File: config.mk
export PLATFORM = sky130hd
export DESIGN_NAME = karat_mul_top
export DESIGN_NICKNAME = d
export VERILOG_FILES = /design/src/karat_pkg.sv /design/src/karat_mul_top.sv /design/src/mul_res_out.sv /design/src/mul_req_in.sv /design/src/mult22x22comb.sv /design/src/mult11x11comb.sv
export VERILOG_INCLUDE_DIRS = /design/src /design/src/include
export SDC_FILE = /design/constraint.sdc
export NUM_CORES = 2
export LEC_CHECK = 0
export BUFFER_PORTS_ARGS = -buffer_cell sky130_fd_sc_hd__buf_4
export CAP_MARGIN = 15
export CORE_MARGIN = 2
export CORE_UTILIZATION = 61
export CTS_CLUSTER_SIZE = 8
export DETAILED_ROUTE_END_ITERATION = 10
export PLACE_DENSITY = 0.8
export SLEW_MARGIN = 15
export SYNTH_ARGS = -nofsm -noshare
export SYNTH_HDL_FRONTEND = slang
export SYNTH_SLANG_ARGS = --single-unit
File: constraint.sdc
create_clock -name clk -period 30.2 [get_ports clk]
set_input_delay 0 -clock clk [delete_from_list [all_inputs] [get_ports clk]]
set_output_delay 0 -clock clk [all_outputs]
set_load 0.01 [all_outputs]
File: src/include/karat_consts.svh
`ifndef KARAT_CONSTS_SVH
`define KARAT_CONSTS_SVH

// ============================================================
// Fixed widths of the 22x22 Karatsuba multiply unit
// ============================================================

// Operand width, the split below only works for this width
`define KARAT_W   22

// Half width, both halves are 11 bits wide
`define KARAT_H   11

// Full product width
`define KARAT_PW  44

// Enabled cycles from issue to product out of the core
`define KARAT_LAT 6

// Number of entries in the result buffer
`define KARAT_BUF 2

`endif
File: src/karat_pkg.sv
`include "karat_consts.svh"

package karat_pkg;

  // Opcode carried with each request
  typedef enum logic {
    MUL_U = 1'b0,
    MUL_S = 1'b1
  } mul_op_e;

  // Four-phase handshake state, shared by both ports
  typedef enum logic [1:0] {
    HS_IDLE     = 2'd0,
    HS_ACK      = 2'd1,
    HS_WAIT_LOW = 2'd2
  } hs_state_e;

  // Request as seen on the input port
  typedef struct packed {
    mul_op_e                op;
    logic [`KARAT_W-1:0]    a;
    logic [`KARAT_W-1:0]    b;
  } mul_req_t;

  // Tag that rides alongside the data through the pipeline
  typedef struct packed {
    logic valid;
    logic neg;
  } mul_tag_t;

  // One operation entering the core, operands already as magnitudes
  typedef struct packed {
    mul_tag_t               tag;
    logic [`KARAT_W-1:0]    a;
    logic [`KARAT_W-1:0]    b;
  } mul_issue_t;

  typedef struct packed {
    logic [`KARAT_PW-1:0] prod;
  } mul_res_t;

endpackage

File: src/karat_mul_top.sv
`include "karat_consts.svh"

module karat_mul_top import karat_pkg::*; (
  input  logic     clk,
  input  logic     rst_n,
  input  logic     in_req,
  input  mul_req_t in_data,
  output logic     in_ack,
  output logic     out_req,
  input  logic     out_ack,
  output mul_res_t out_data
);

  // Pipeline enable, driven by the result buffer
  logic ce;

  mul_issue_t           issue;
  logic [`KARAT_PW-1:0] prod;
  mul_tag_t             tag;

  // Input side turns requests into unsigned issues
  mul_req_in u_req_in (
    .clk     (clk),
    .rst_n   (rst_n),
    .ce      (ce),
    .in_req  (in_req),
    .in_data (in_data),
    .in_ack  (in_ack),
    .issue   (issue)
  );

  mult22x22comb u_mul (
    .clk   (clk),
    .rst_n (rst_n),
    .ce    (ce),
    .issue (issue),
    .o     (prod),
    .tag_o (tag)
  );

  // Output side restores the sign and applies back-pressure
  mul_res_out u_res_out (
    .clk      (clk),
    .rst_n    (rst_n),
    .prod     (prod),
    .tag      (tag),
    .ce       (ce),
    .out_req  (out_req),
    .out_ack  (out_ack),
    .out_data (out_data)
  );

endmodule

File: src/mul_res_out.sv
`include "karat_consts.svh"

module mul_res_out import karat_pkg::*; (
  input  logic                 clk,
  input  logic                 rst_n,
  input  logic [`KARAT_PW-1:0] prod,
  input  mul_tag_t             tag,
  output logic                 ce,
  output logic                 out_req,
  input  logic                 out_ack,
  output mul_res_t             out_data
);

  // ============================================================
  // Result buffer
  // ============================================================

  mul_res_t mem [`KARAT_BUF];

  logic [$clog2(`KARAT_BUF)-1:0]   wr_ptr, rd_ptr;
  logic [$clog2(`KARAT_BUF+1)-1:0] count;

  hs_state_e state;

  logic                 wr_en, rd_en;
  logic [`KARAT_PW-1:0] res_val;

  // Stall the pipeline only when there is no room for its next product
  assign ce = (count != `KARAT_BUF);

  assign wr_en = tag.valid && ce;

  // The entry is released once the consumer has dropped its ack
  assign rd_en = (state == HS_WAIT_LOW) && !out_ack;

  // Restore the sign by negating modulo 2^44
  assign res_val = tag.neg ? (~prod + 1'b1) : prod;

  always_ff @(posedge clk) begin
    if (wr_en) begin
      mem[wr_ptr] <= '{prod: res_val};
    end
  end

  // Depth is a power of two so the pointers simply wrap
  always_ff @(posedge clk) begin
    if (!rst_n) begin
      wr_ptr <= '0;
      rd_ptr <= '0;
      count  <= '0;
    end else begin
      if (wr_en) begin
        wr_ptr <= wr_ptr + 1'b1;
      end
      if (rd_en) begin
        rd_ptr <= rd_ptr + 1'b1;
      end
      if (wr_en && !rd_en) begin
        count <= count + 1'b1;
      end else if (!wr_en && rd_en) begin
        count <= count - 1'b1;
      end
    end
  end

  // ============================================================
  // Output handshake FSM
  // ============================================================

  always_ff @(posedge clk) begin
    if (!rst_n) begin
      state   <= HS_IDLE;
      out_req <= 1'b0;
    end else begin
      case (state)
        HS_IDLE: begin
          if (count != '0) begin
            out_req <= 1'b1;
            state   <= HS_ACK;
          end
        end
        HS_ACK: begin
          if (out_ack) begin
            out_req <= 1'b0;
            state   <= HS_WAIT_LOW;
          end
        end
        HS_WAIT_LOW: begin
          if (!out_ack) begin
            state <= HS_IDLE;
          end
        end
        default: state <= HS_IDLE;
      endcase
    end
  end

  // The oldest entry is never overwritten while it is presented
  assign out_data = mem[rd_ptr];

  // A write never lands on an entry that is still waiting to be read
  a_no_overflow: assert property (
    @(posedge clk) disable iff (!rst_n)
    wr_en |-> ((count == '0) || (wr_ptr != rd_ptr))
  );

  // A stalled pipeline must keep its finished product waiting at the output
  a_stall_holds: assert property (
    @(posedge clk) disable iff (!rst_n)
    (tag.valid && !ce) |=> (tag.valid && $stable(prod))
  );

  a_out_stable: assert property (
    @(posedge clk) disable iff (!rst_n)
    out_req ##1 out_req |-> $stable(out_data)
  );

endmodule

File: src/mul_req_in.sv
`include "karat_consts.svh"

module mul_req_in import karat_pkg::*; (
  input  logic       clk,
  input  logic       rst_n,
  input  logic       ce,
  input  logic       in_req,
  input  mul_req_t   in_data,
  output logic       in_ack,
  output mul_issue_t issue
);

  hs_state_e state;

  logic                a_neg, b_neg;
  logic [`KARAT_W-1:0] a_mag, b_mag;

  // Issue register that feeds the core
  logic                iss_valid, iss_neg;
  logic [`KARAT_W-1:0] iss_a, iss_b;

  // ============================================================
  // Operand conditioning
  // ============================================================

  // Only signed requests look at the top bits
  always_comb begin
    a_neg = (in_data.op == MUL_S) && in_data.a[`KARAT_W-1];
    b_neg = (in_data.op == MUL_S) && in_data.b[`KARAT_W-1];
    // The most negative value maps to 2^21, which still fits unsigned
    a_mag = a_neg ? (~in_data.a + 1'b1) : in_data.a;
    b_mag = b_neg ? (~in_data.b + 1'b1) : in_data.b;
  end

  // ============================================================
  // Handshake FSM
  // ============================================================

  always_ff @(posedge clk) begin
    if (!rst_n) begin
      state  <= HS_IDLE;
      in_ack <= 1'b0;
    end else begin
      case (state)
        HS_IDLE: begin
          // Acceptance waits while the pipeline is frozen
          if (in_req && ce) begin
            in_ack <= 1'b1;
            state  <= HS_ACK;
          end
        end
        HS_ACK: begin
          if (!in_req) begin
            in_ack <= 1'b0;
            state  <= HS_WAIT_LOW;
          end
        end
        HS_WAIT_LOW: state <= HS_IDLE;
        default:     state <= HS_IDLE;
      endcase
    end
  end

  // Valid lasts exactly one enabled cycle and the core takes it on the next one
  always_ff @(posedge clk) begin
    if (!rst_n) begin
      iss_valid <= 1'b0;
    end else if (ce) begin
      iss_valid <= (state == HS_IDLE) && in_req;
    end
  end

  always_ff @(posedge clk) begin
    if (ce && (state == HS_IDLE) && in_req) begin
      iss_neg <= a_neg ^ b_neg;
      iss_a   <= a_mag;
      iss_b   <= b_mag;
    end
  end

  assign issue = '{tag: '{valid: iss_valid, neg: iss_neg}, a: iss_a, b: iss_b};

  // The environment keeps the request data still until it is acknowledged
  a_data_stable: assert property (
    @(posedge clk) disable iff (!rst_n)
    (in_req && !in_ack) ##1 (in_req && !in_ack) |-> $stable(in_data)
  );

  // A request stays up until it has been acknowledged
  a_req_held: assert property (
    @(posedge clk) disable iff (!rst_n)
    (in_req && !in_ack) |=> in_req
  );

endmodule

File: src/mult22x22comb.sv
`include "karat_consts.svh"

module mult22x22comb import karat_pkg::*; (
  input  logic                 clk,
  input  logic                 rst_n,
  input  logic                 ce,
  input  mul_issue_t           issue,
  output logic [`KARAT_PW-1:0] o,
  output mul_tag_t             tag_o
);

  // ============================================================
  // Stage registers
  // ============================================================

  // Stage 1 holds the halves and their signed differences
  logic [`KARAT_H-1:0] s1_a_hi, s1_a_lo, s1_b_hi, s1_b_lo;
  logic [`KARAT_H:0]   s1_da, s1_db;
  logic                s1_sgn;

  // Stage 2 holds the three partial products
  logic [`KARAT_W-1:0] s2_z2, s2_z0, s2_p3;
  logic                s2_sgn;

  // Stages 3 and 4 negate the middle product in two steps
  logic [`KARAT_W-1:0] s3_z2, s3_z0, s4_z2, s4_z0;
  logic [`KARAT_W:0]   s3_p3x, s4_p4;
  logic                s3_sgn;

  // Stage 5 holds the middle term of the Karatsuba sum
  logic [`KARAT_W-1:0] s5_z2, s5_z0;
  logic [`KARAT_W:0]   s5_z1;

  // Tag shift register with one slot per stage
  mul_tag_t tag_sr [`KARAT_LAT];

  // Magnitudes of the differences feeding the middle multiplier
  logic [`KARAT_H-1:0] da_mag, db_mag;
  logic [`KARAT_W-1:0] z2, z0, p3;

  // x0-x1 and y1-y0 are at most 2047 in size so 11 bits hold the magnitude
  assign da_mag = s1_da[`KARAT_H] ? `KARAT_H'(-s1_da) : s1_da[`KARAT_H-1:0];
  assign db_mag = s1_db[`KARAT_H] ? `KARAT_H'(-s1_db) : s1_db[`KARAT_H-1:0];

  mult11x11comb u_hi (.a(s1_a_hi), .b(s1_b_hi), .o(z2));
  mult11x11comb u_lo (.a(s1_a_lo), .b(s1_b_lo), .o(z0));
  mult11x11comb u_md (.a(da_mag), .b(db_mag), .o(p3));

  // ============================================================
  // Datapath, advances only on enabled cycles
  // ============================================================

  always_ff @(posedge clk) begin
    if (ce) begin
      s1_a_hi <= issue.a[`KARAT_W-1:`KARAT_H];
      s1_a_lo <= issue.a[`KARAT_H-1:0];
      s1_b_hi <= issue.b[`KARAT_W-1:`KARAT_H];
      s1_b_lo <= issue.b[`KARAT_H-1:0];
      s1_da   <= {1'b0, issue.a[`KARAT_H-1:0]} - {1'b0, issue.a[`KARAT_W-1:`KARAT_H]};
      s1_db   <= {1'b0, issue.b[`KARAT_W-1:`KARAT_H]} - {1'b0, issue.b[`KARAT_H-1:0]};
      // Sign of the middle product, taken from the raw differences
      s1_sgn  <= (issue.a[`KARAT_H-1:0] < issue.a[`KARAT_W-1:`KARAT_H]) ^
                 (issue.b[`KARAT_W-1:`KARAT_H] < issue.b[`KARAT_H-1:0]);

      s2_z2  <= z2;
      s2_z0  <= z0;
      s2_p3  <= p3;
      s2_sgn <= s1_sgn;

      // Invert first and add the +1 of the two's complement in the next stage
      s3_z2  <= s2_z2;
      s3_z0  <= s2_z0;
      s3_p3x <= {1'b0, s2_p3} ^ {(`KARAT_W+1){s2_sgn}};
      s3_sgn <= s2_sgn;

      s4_z2 <= s3_z2;
      s4_z0 <= s3_z0;
      s4_p4 <= s3_p3x + {{`KARAT_W{1'b0}}, s3_sgn};

      // z1 = x1*y0 + x0*y1 is never negative so modulo arithmetic is exact
      s5_z2 <= s4_z2;
      s5_z0 <= s4_z0;
      s5_z1 <= s4_p4 + {1'b0, s4_z2} + {1'b0, s4_z0};

      o <= {s5_z2, s5_z0} + {{(`KARAT_H-1){1'b0}}, s5_z1, {`KARAT_H{1'b0}}};
    end
  end

  // Tags move with the data through the same enabled stages
  always_ff @(posedge clk) begin
    if (!rst_n) begin
      for (int i = 0; i < `KARAT_LAT; i++) begin
        tag_sr[i] <= '0;
      end
    end else if (ce) begin
      tag_sr[0] <= issue.tag;
      for (int i = 1; i < `KARAT_LAT; i++) begin
        tag_sr[i] <= tag_sr[i-1];
      end
    end
  end

  assign tag_o = tag_sr[`KARAT_LAT-1];

  // The input side offers each operation for one enabled cycle only
  a_issue_once: assert property (
    @(posedge clk) disable iff (!rst_n)
    (ce && issue.tag.valid) |=> !issue.tag.valid
  );

endmodule

File: src/mult11x11comb.sv
`include "karat_consts.svh"

module mult11x11comb (
  input  logic [`KARAT_H-1:0] a,
  input  logic [`KARAT_H-1:0] b,
  output logic [`KARAT_W-1:0] o
);

  // One partial product per bit of b, each already shifted into place
  logic [`KARAT_W-1:0] pp [`KARAT_H];

  // Tree levels, five pairs then three then two
  logic [`KARAT_W-1:0] lv1 [5];
  logic [`KARAT_W-1:0] lv2 [3];
  logic [`KARAT_W-1:0] lv3;

  always_comb begin
    for (int i = 0; i < `KARAT_H; i++) begin
      pp[i] = b[i] ? ({{`KARAT_H{1'b0}}, a} << i) : '0;
    end
  end

  // First level adds neighbouring pairs, pp[10] waits for level two
  always_comb begin
    for (int j = 0; j < 5; j++) begin
      lv1[j] = pp[2*j] + pp[2*j+1];
    end
  end

  always_comb begin
    lv2[0] = lv1[0] + lv1[1];
    lv2[1] = lv1[2] + lv1[3];
    lv2[2] = lv1[4] + pp[10];
  end

  // Last two levels, the odd branch joins at the very end
  always_comb begin
    lv3 = lv2[0] + lv2[1];
    o   = lv3 + lv2[2];
  end

endmodule

Yosys cells after proc, flatten, opt, wreduce, memory -nomap -nowiden
Memory sizes are Yosys's and may differ from the RTL's. A register that Yosys moved wholly into a read port is not among the register bits.
Index checks and enable logic that the tools add are counted.
{"block": "totals", "ff_bits": 438, "ram_bits": 100, "mem_count": 2}
{"block": "classes", "add_sub_neg": 45, "n_lt_le_gt_ge": 2, "eq_ne": 9, "muxes": 67, "bitwise_logic": 12, "reduce_logical": 23}
{"name": "u_res_out.mem", "depth": 2, "width": 44, "rd": 1, "rd_ports_with_merged_regs": 1, "wr": 1, "line_no": "mul_res_out.sv:18", "rtl": "mul_res_t mem [`KARAT_BUF];"}
{"name": "u_mul.tag_sr", "depth": 6, "width": 2, "rd": 6, "rd_ports_with_merged_regs": 0, "wr": 6, "line_no": "mult22x22comb.sv:35", "rtl": "mul_tag_t tag_sr [`KARAT_LAT];"}
{"cell": "adder 22 bit", "n": 21}
{"cell": "two-way mux 21 bit", "n": 3}
{"cell": "two-way mux 20 bit", "n": 3}
{"cell": "two-way mux 19 bit", "n": 3}
{"cell": "two-way mux 11 bit", "n": 5}
{"cell": "two-way mux 18 bit", "n": 3}
{"cell": "adder 15 x 16 -> 17 bit", "n": 3}
{"cell": "two-way mux 17 bit", "n": 3}
{"cell": "two-way mux 16 bit", "n": 3}
{"cell": "adder 23 x 22 -> 23 bit", "n": 2}
{"cell": "adder 13 x 14 -> 15 bit", "n": 3}
{"cell": "two-way mux 15 bit", "n": 3}
{"cell": "adder 22 x 1 -> 22 bit (second input constant)", "n": 2}
{"cell": "adder 44 x 1 -> 44 bit (second input constant)", "n": 1}
{"cell": "adder 44 x 34 -> 44 bit", "n": 1}
{"cell": "two-way mux 22 bit", "n": 2}
{"cell": "two-way mux 44 bit", "n": 1}
{"cell": "NOT 22 bit", "n": 2}
{"cell": "NOT 44 bit", "n": 1}
{"cell": "two-way mux 14 bit", "n": 3}
{"cell": "adder 11 x 12 -> 13 bit", "n": 3}
{"cell": "two-way mux 13 bit", "n": 3}
{"cell": "two-way mux 12 bit", "n": 3}
{"cell": "two-way mux 2 bit", "n": 13}
{"cell": "24 further kinds", "n": 68}

Depth between registers and ports, before layout
{"block": "depth", "depth_word": 7, "ltp_mapped": 30}

Cells and area by module
From an unflattened synthesis, not the netlist that was laid out.
{"block": "hier_totals", "cells_unflattened": 3286, "area_unflattened_um2": 37323.3}
{"mod": "mult22x22comb", "n_inst": 1, "cells_each": 1035, "area_each_um2": 16658.5, "seq_area_each_um2": 11801.3}
{"mod": "mul_res_out", "n_inst": 1, "cells_each": 331, "area_each_um2": 4697.0, "seq_area_each_um2": 2802.7}
{"mod": "mult11x11comb at u_mul.u_md", "n_inst": 1, "cells_each": 607, "area_each_um2": 4659.5, "seq_area_each_um2": 0.0}
{"mod": "mult11x11comb at u_mul.u_hi", "n_inst": 1, "cells_each": 559, "area_each_um2": 4445.5, "seq_area_each_um2": 0.0}
{"mod": "mult11x11comb at u_mul.u_lo", "n_inst": 1, "cells_each": 556, "area_each_um2": 4365.4, "seq_area_each_um2": 0.0}
{"mod": "mul_req_in", "n_inst": 1, "cells_each": 198, "area_each_um2": 2497.4, "seq_area_each_um2": 1431.4}

Worst setup path before layout
No wires, ideal clock.
{"block": "synth_path", "kind": "register to register", "startpoint": "reg u_res_out.count[0]", "endpoint": "mem u_res_out.mem[1][0] in the netlist's numbering, enable pin", "setup_ps": 406, "arrival_ps": 13005, "required_time_ps": 29794, "setup_slack_ps": 16789, "stages_incl_launch_ff": 5, "period_less_slack_ps": 13411, "cell_sequence": "dfxtp_1 nor2b_1 inv_1 clkbuf_1 and3_1"}
{"block": "synth_between", "elab_chain_cells": 4}
{"element": "start: declaration", "line_no": "mul_res_out.sv:21", "rtl": "logic [$clog2(`KARAT_BUF+1)-1:0] count;"}
{"element": "start signal: assignment", "line_no": "mul_res_out.sv:59", "rtl": "count <= count + 1'b1;"}
{"element": "start signal: assignment", "line_no": "mul_res_out.sv:61", "rtl": "count <= count - 1'b1;"}
{"element": "!= test 2 bit (no source line)"}
{"element": "logical AND 1 bit", "line_no": "mul_res_out.sv:31", "rtl": "assign wr_en = tag.valid && ce;"}
{"element": "two-way mux 1 bit", "line_no": "mul_res_out.sv:40", "rtl": "if (wr_en) begin"}
{"element": "two-way mux 1 bit (implied by the code)", "line_no": "mul_res_out.sv:41", "rtl": "mem[wr_ptr] <= '{prod: res_val};"}
{"element": "end: declaration", "line_no": "mul_res_out.sv:18"}
Every way passes these cells.

Worst setup path after layout
{"block": "layout_path", "startpoint": "reg u_mul.s1_da[0]", "endpoint": "reg u_mul.s2_p3[21] (data pin)"}
{"block": "layout_between", "elab_chain_cells": 7, "word_cells_on_any_way": 23, "cone_classes": "add/sub: 11; mux: 12"}
{"element": "start: declaration", "line_no": "mult22x22comb.sv:18", "rtl": "logic [`KARAT_H:0] s1_da, s1_db;"}
{"element": "start signal: assignment", "line_no": "mult22x22comb.sv:59", "rtl": "s1_da <= {1'b0, issue.a[`KARAT_H-1:0]} - {1'b0, issue.a[`KARAT_W-1:`KARAT_H]};"}
{"element": "negation 11 bit", "line_no": "mult22x22comb.sv:42", "rtl": "assign da_mag = s1_da[`KARAT_H] ? `KARAT_H'(-s1_da) : s1_da[`KARAT_H-1:0];"}
{"element": "two-way mux 11 bit (*)", "line_no": "mult22x22comb.sv:42"}
{"element": "two-way mux 17 bit, or another cell as far along", "line_no": "mult11x11comb.sv:19", "rtl": "pp[i] = b[i] ? ({{`KARAT_H{1'b0}}, a} << i) : '0;"}
{"element": "adder 22 bit, or another cell as far along", "line_no": "mult11x11comb.sv:26", "rtl": "lv1[j] = pp[2*j] + pp[2*j+1];"}
{"element": "adder 22 bit, on equally long branches", "line_no": "mult11x11comb.sv:32, mult11x11comb.sv:31"}
{"element": "adder 22 bit", "line_no": "mult11x11comb.sv:38", "rtl": "lv3 = lv2[0] + lv2[1];"}
{"element": "adder 22 bit (*)", "line_no": "mult11x11comb.sv:39", "rtl": "o = lv3 + lv2[2];"}
{"element": "net u_mul.p3[21]", "line_no": "mult22x22comb.sv:39", "rtl": "logic [`KARAT_W-1:0] z2, z0, p3;"}
{"element": "end signal: assignment", "line_no": "mult22x22comb.sv:67", "rtl": "s2_p3 <= p3;"}
{"element": "end: declaration", "line_no": "mult22x22comb.sv:22", "rtl": "logic [`KARAT_W-1:0] s2_z2, s2_z0, s2_p3;"}
The timed path passes the listed nets; every way through them passes the cells marked *.
A chain may end at the register's enable or synchronous reset.

==> key figures <==
Floorplan
  – Die W: 246 µm
  – # rows: 88
  – Initial Utilization: a little over 60%
  – Core footprint: ~0.058 mm²
  – Number of I/O pins: 95
  – Die Height: 246 µm
  – Die area: just over 0.06 mm²

Critical path
  – WP data arrival: 8.31 ns
  – Critical Path Fanout Max: 11
  – CP peak stage delay: roughly 0.75 ns
  – Critical Path Slowest Stage Cell: mux2i_1
  – CP startpoint kind: flip-flop
  – Buf+Inv Stages, Crit Path: 4
  – Crit path max-delay family: adder cells
  – WP data required: 30.55 ns
  – R2R depth: 26
  – CP Depth: 26
  – Setup crit end kind: flip-flop
  – Setup CP Type: flip-flop to flip-flop

Finish
  – Total Nets Final: 3817
  – Layout cell share with drive strength beyond 1: ~8%
  – Area grow syn2layout: 12.7%
  – Area of the multi-input gates: 0.0186 mm²
  – FF/Latch Area: 0.0160 mm²
  – Inserted Diodes: 0
  – Commonest cells after routing, fill and taps aside: edfxtp_1 (526), ha_1 (293), inv_1 (250)
  – Fillers: 3900
  – Most common cell after layout, fill and taps aside: edfxtp_1

Min path
  – Hold Crit Depth: 3
  – HP Class: primary input to flip-flop

GRT
  – Gr usage total: a little over a quarter
  – Congestion Overflow GR: 0
  – First-pass GRT wire length: roughly 130000 µm
  – Largest net degree at the start of global routing: 96
  – Vias in the first global route: 24600
  – Number of antenna violations at the first check in global routing: 0

Clock network
  – CTS max path bufs: 3
  – Clk Latency, worst-skew pair: 0.61 ns
  – Setup repair bufs after CTS: 0
  – TritonCTS clock tree: yes
  – Clk root buf: clkbuf_16
  – Reg clk slew, reported paths: 0.05 ns
  – Num Clock Sinks: 538
  – H-tree Lvls: 3
  – TritonCTS Buffers: 78

Run
  – Total of max-cap violations: 0

Routing
  – DR top layer: met4
  – Routed vias: 23500
  – DR WL met2: roughly 40000 µm
  – Met3 WL: about 3900 µm
  – Routed Antenna Nets: 0
  – WL/cell: roughly 19 µm
  – Post-Route M1 WL: ~32000 µm
  – 1st-iter DRT viols: 1408
  – DRT Pass-1 Iters: 5
  – DRC Markers: 0
  – Via density: a little under 6
  – Total wire length: 78500 µm

Synthesis
  – Number of warnings issued by yosys: 0
  – Syn nets: about 3600
  – Area of the mapped netlist: 0.0358 mm²
  – Distinct cells, synth: 67
  – Post-synthesis register bit count: 538
  – Async S/R FF share, synth: 0%
  – Number of synthesized flops with an enable pin: ~530
  – Post-synthesis sequential area ratio: 44.7%
  – Syn Area/Cell: 11.6 µm²
  – Main synth FF type: edfxtp_1
  – Syn Inst Count: 3081

Timing
  – Slew headroom: 30.2%
  – Setup TNS: 0 ns
  – Clk_skew: 0.0312 ns
  – Final min period: 7.96 ns
  – Final count of hold timing violations: 0
  – Fmax: roughly 0.13 GHz
  – Final setup fails: 0
  – Crit share post-route: 26.4%
  – RSZ-0062 raised after global routing: false
  – Worst slew pin tran: 1.04 ns
  – Slew Limit Fails: 0

Place
  – GPL Wtd Cong: 0.907
  – Buffers on Ports: 94
  – DP HPWL: roughly 57000 µm

Status
  – Run status: completed
routing by layer:
layer	vias up	track usage, %
li1	11200	-
met1	11500	32.2
met2	688	48.1
met3	190	4.02
met4	0	10.6
met5	-	0
cells in the mapped netlist (all sizes together), types with 4 or more instances:
master,number,area [µm²]
o41ai,14,130
nor4,12,81.3
xnor2,210,1840
ha,293,3670
edfxtp,526,15800
a211oi,14,105
nor2,216,811
clkbuf,74,278
nand3,27,148
nand2b,14,95.1
a221oi,7,61.3
dfxtp,12,240
a21boi,9,67.6
a21o,56,420
o31a,6,52.6
inv,251,942
and2,173,1080
fa,206,4120
or2,5,31.3
nor2b,22,138
xor2,120,1050
mux2,44,495
or4,16,139
or3,11,68.8
and3,37,231
o211ai,12,90.1
nand2,213,800
o21a,28,210
a2111oi,13,115
nand4,21,131
o21ai,105,526
nor3,61,333
a211o,4,35.0
o21bai,24,180
a21oi,151,756
mux2i,4,40.0
buf,5,18.8
and4,6,52.6
o31ai,23,186
a31oi,13,81.3
final timing paths:
kind,start,to,slack [ns]
worst max register to register,u_mul.s1_da[0],u_mul.s2_p3[21],22.24
worst min-delay path,in_data[43],u_req_in.iss_neg,0.09
worst min register to register,u_mul.s3_z0[4],u_mul.s4_z0[4],0.41
worst max-delay path,u_mul.s1_da[0],u_mul.s2_p3[21],22.24
stage by stage:
| step | instance area [µm²] | cells | setup slack [ns] | hold slack [ns] | util [%] |
|---|---|---|---|---|---|
| 2_1_floorplan | 35800 | 3081 | 16.79 | 0.0759 | - |
| 5_1_grt | 40400 | 4064 | 21.49 | 0.0757 | 69.8 |
| 4_1_cts | 40400 | 4062 | 22.23 | 0.0536 | 69.7 |
| 6_report | 40400 | 4064 | 22.24 | 0.0901 | 69.8 |
| 3_3_place_gp | 37300 | 3874 | 22.42 | 0.177 | 64.5 |
| 3_5_place_dp | 37300 | 3874 | 22.20 | 0.194 | 64.5 |
what timing repair did:
action                    in CTS  in global routing
resized for setup              0                  0
hold endpoints to repair      68                  0
hold buffers                  78                  0
worst reg2reg max path, cell delays in order (launching register included):
cell	delay, ns
edfxtp_1	0.45
inv_1	0.31
ha_1	0.30
mux2i_1	0.75
nor2_1	0.18
ha_1	0.33
a21o_1	0.17
a21oi_1	0.23
nor2b_1	0.08
o21a_1	0.20
o41ai_1	0.49
o211ai_1	0.24
xnor2_1	0.22
fa_1	0.46
fa_1	0.49
inv_1	0.05
fa_1	0.53
inv_1	0.05
fa_1	0.52
inv_1	0.04
ha_1	0.35
a21oi_1	0.32
o22ai_1	0.15
a211oi_1	0.40
o21ai_0	0.15
a21oi_1	0.18
xnor2_1	0.07
final cells by class:
class | count | share of cell area (%)
Clock inverter | 9 | 0.526
Timing Repair Buffer | 187 | 4.01
Inverter | 252 | 2.36
Tap cell | 765 | 2.37
Multi-Input combinational cell | 2212 | 46.0
Sequential cell | 538 | 39.7
Clock buffer | 101 | 5.04
kinds of logic after synthesis:
| group | Yosys count | share of synthesized area (%) |
|---|---|---|
| AO/OA/AOI/OAI | 498 | 8.90 |
| flip-flops | 538 | 44.7 |
| XOR/XNOR | 330 | 8.06 |
| adder cells (fa/ha/maj) | 499 | 21.7 |
| AND/OR/NAND/NOR | 837 | 11.6 |
| multiplexers | 48 | 1.49 |
| buffers and inverters | 331 | 3.47 |
flip-flops by register name (all words and copies together) (netlist names), 23 cells and up, named ones only:
signal         count
u_mul.o           44
u_mul.s5_z1       23
u_mul.s4_p4       23
u_res_out.mem     88
Power is not shown: default switching activity piles up to over one toggle a cycle in this logic, so the estimate is an artifact.
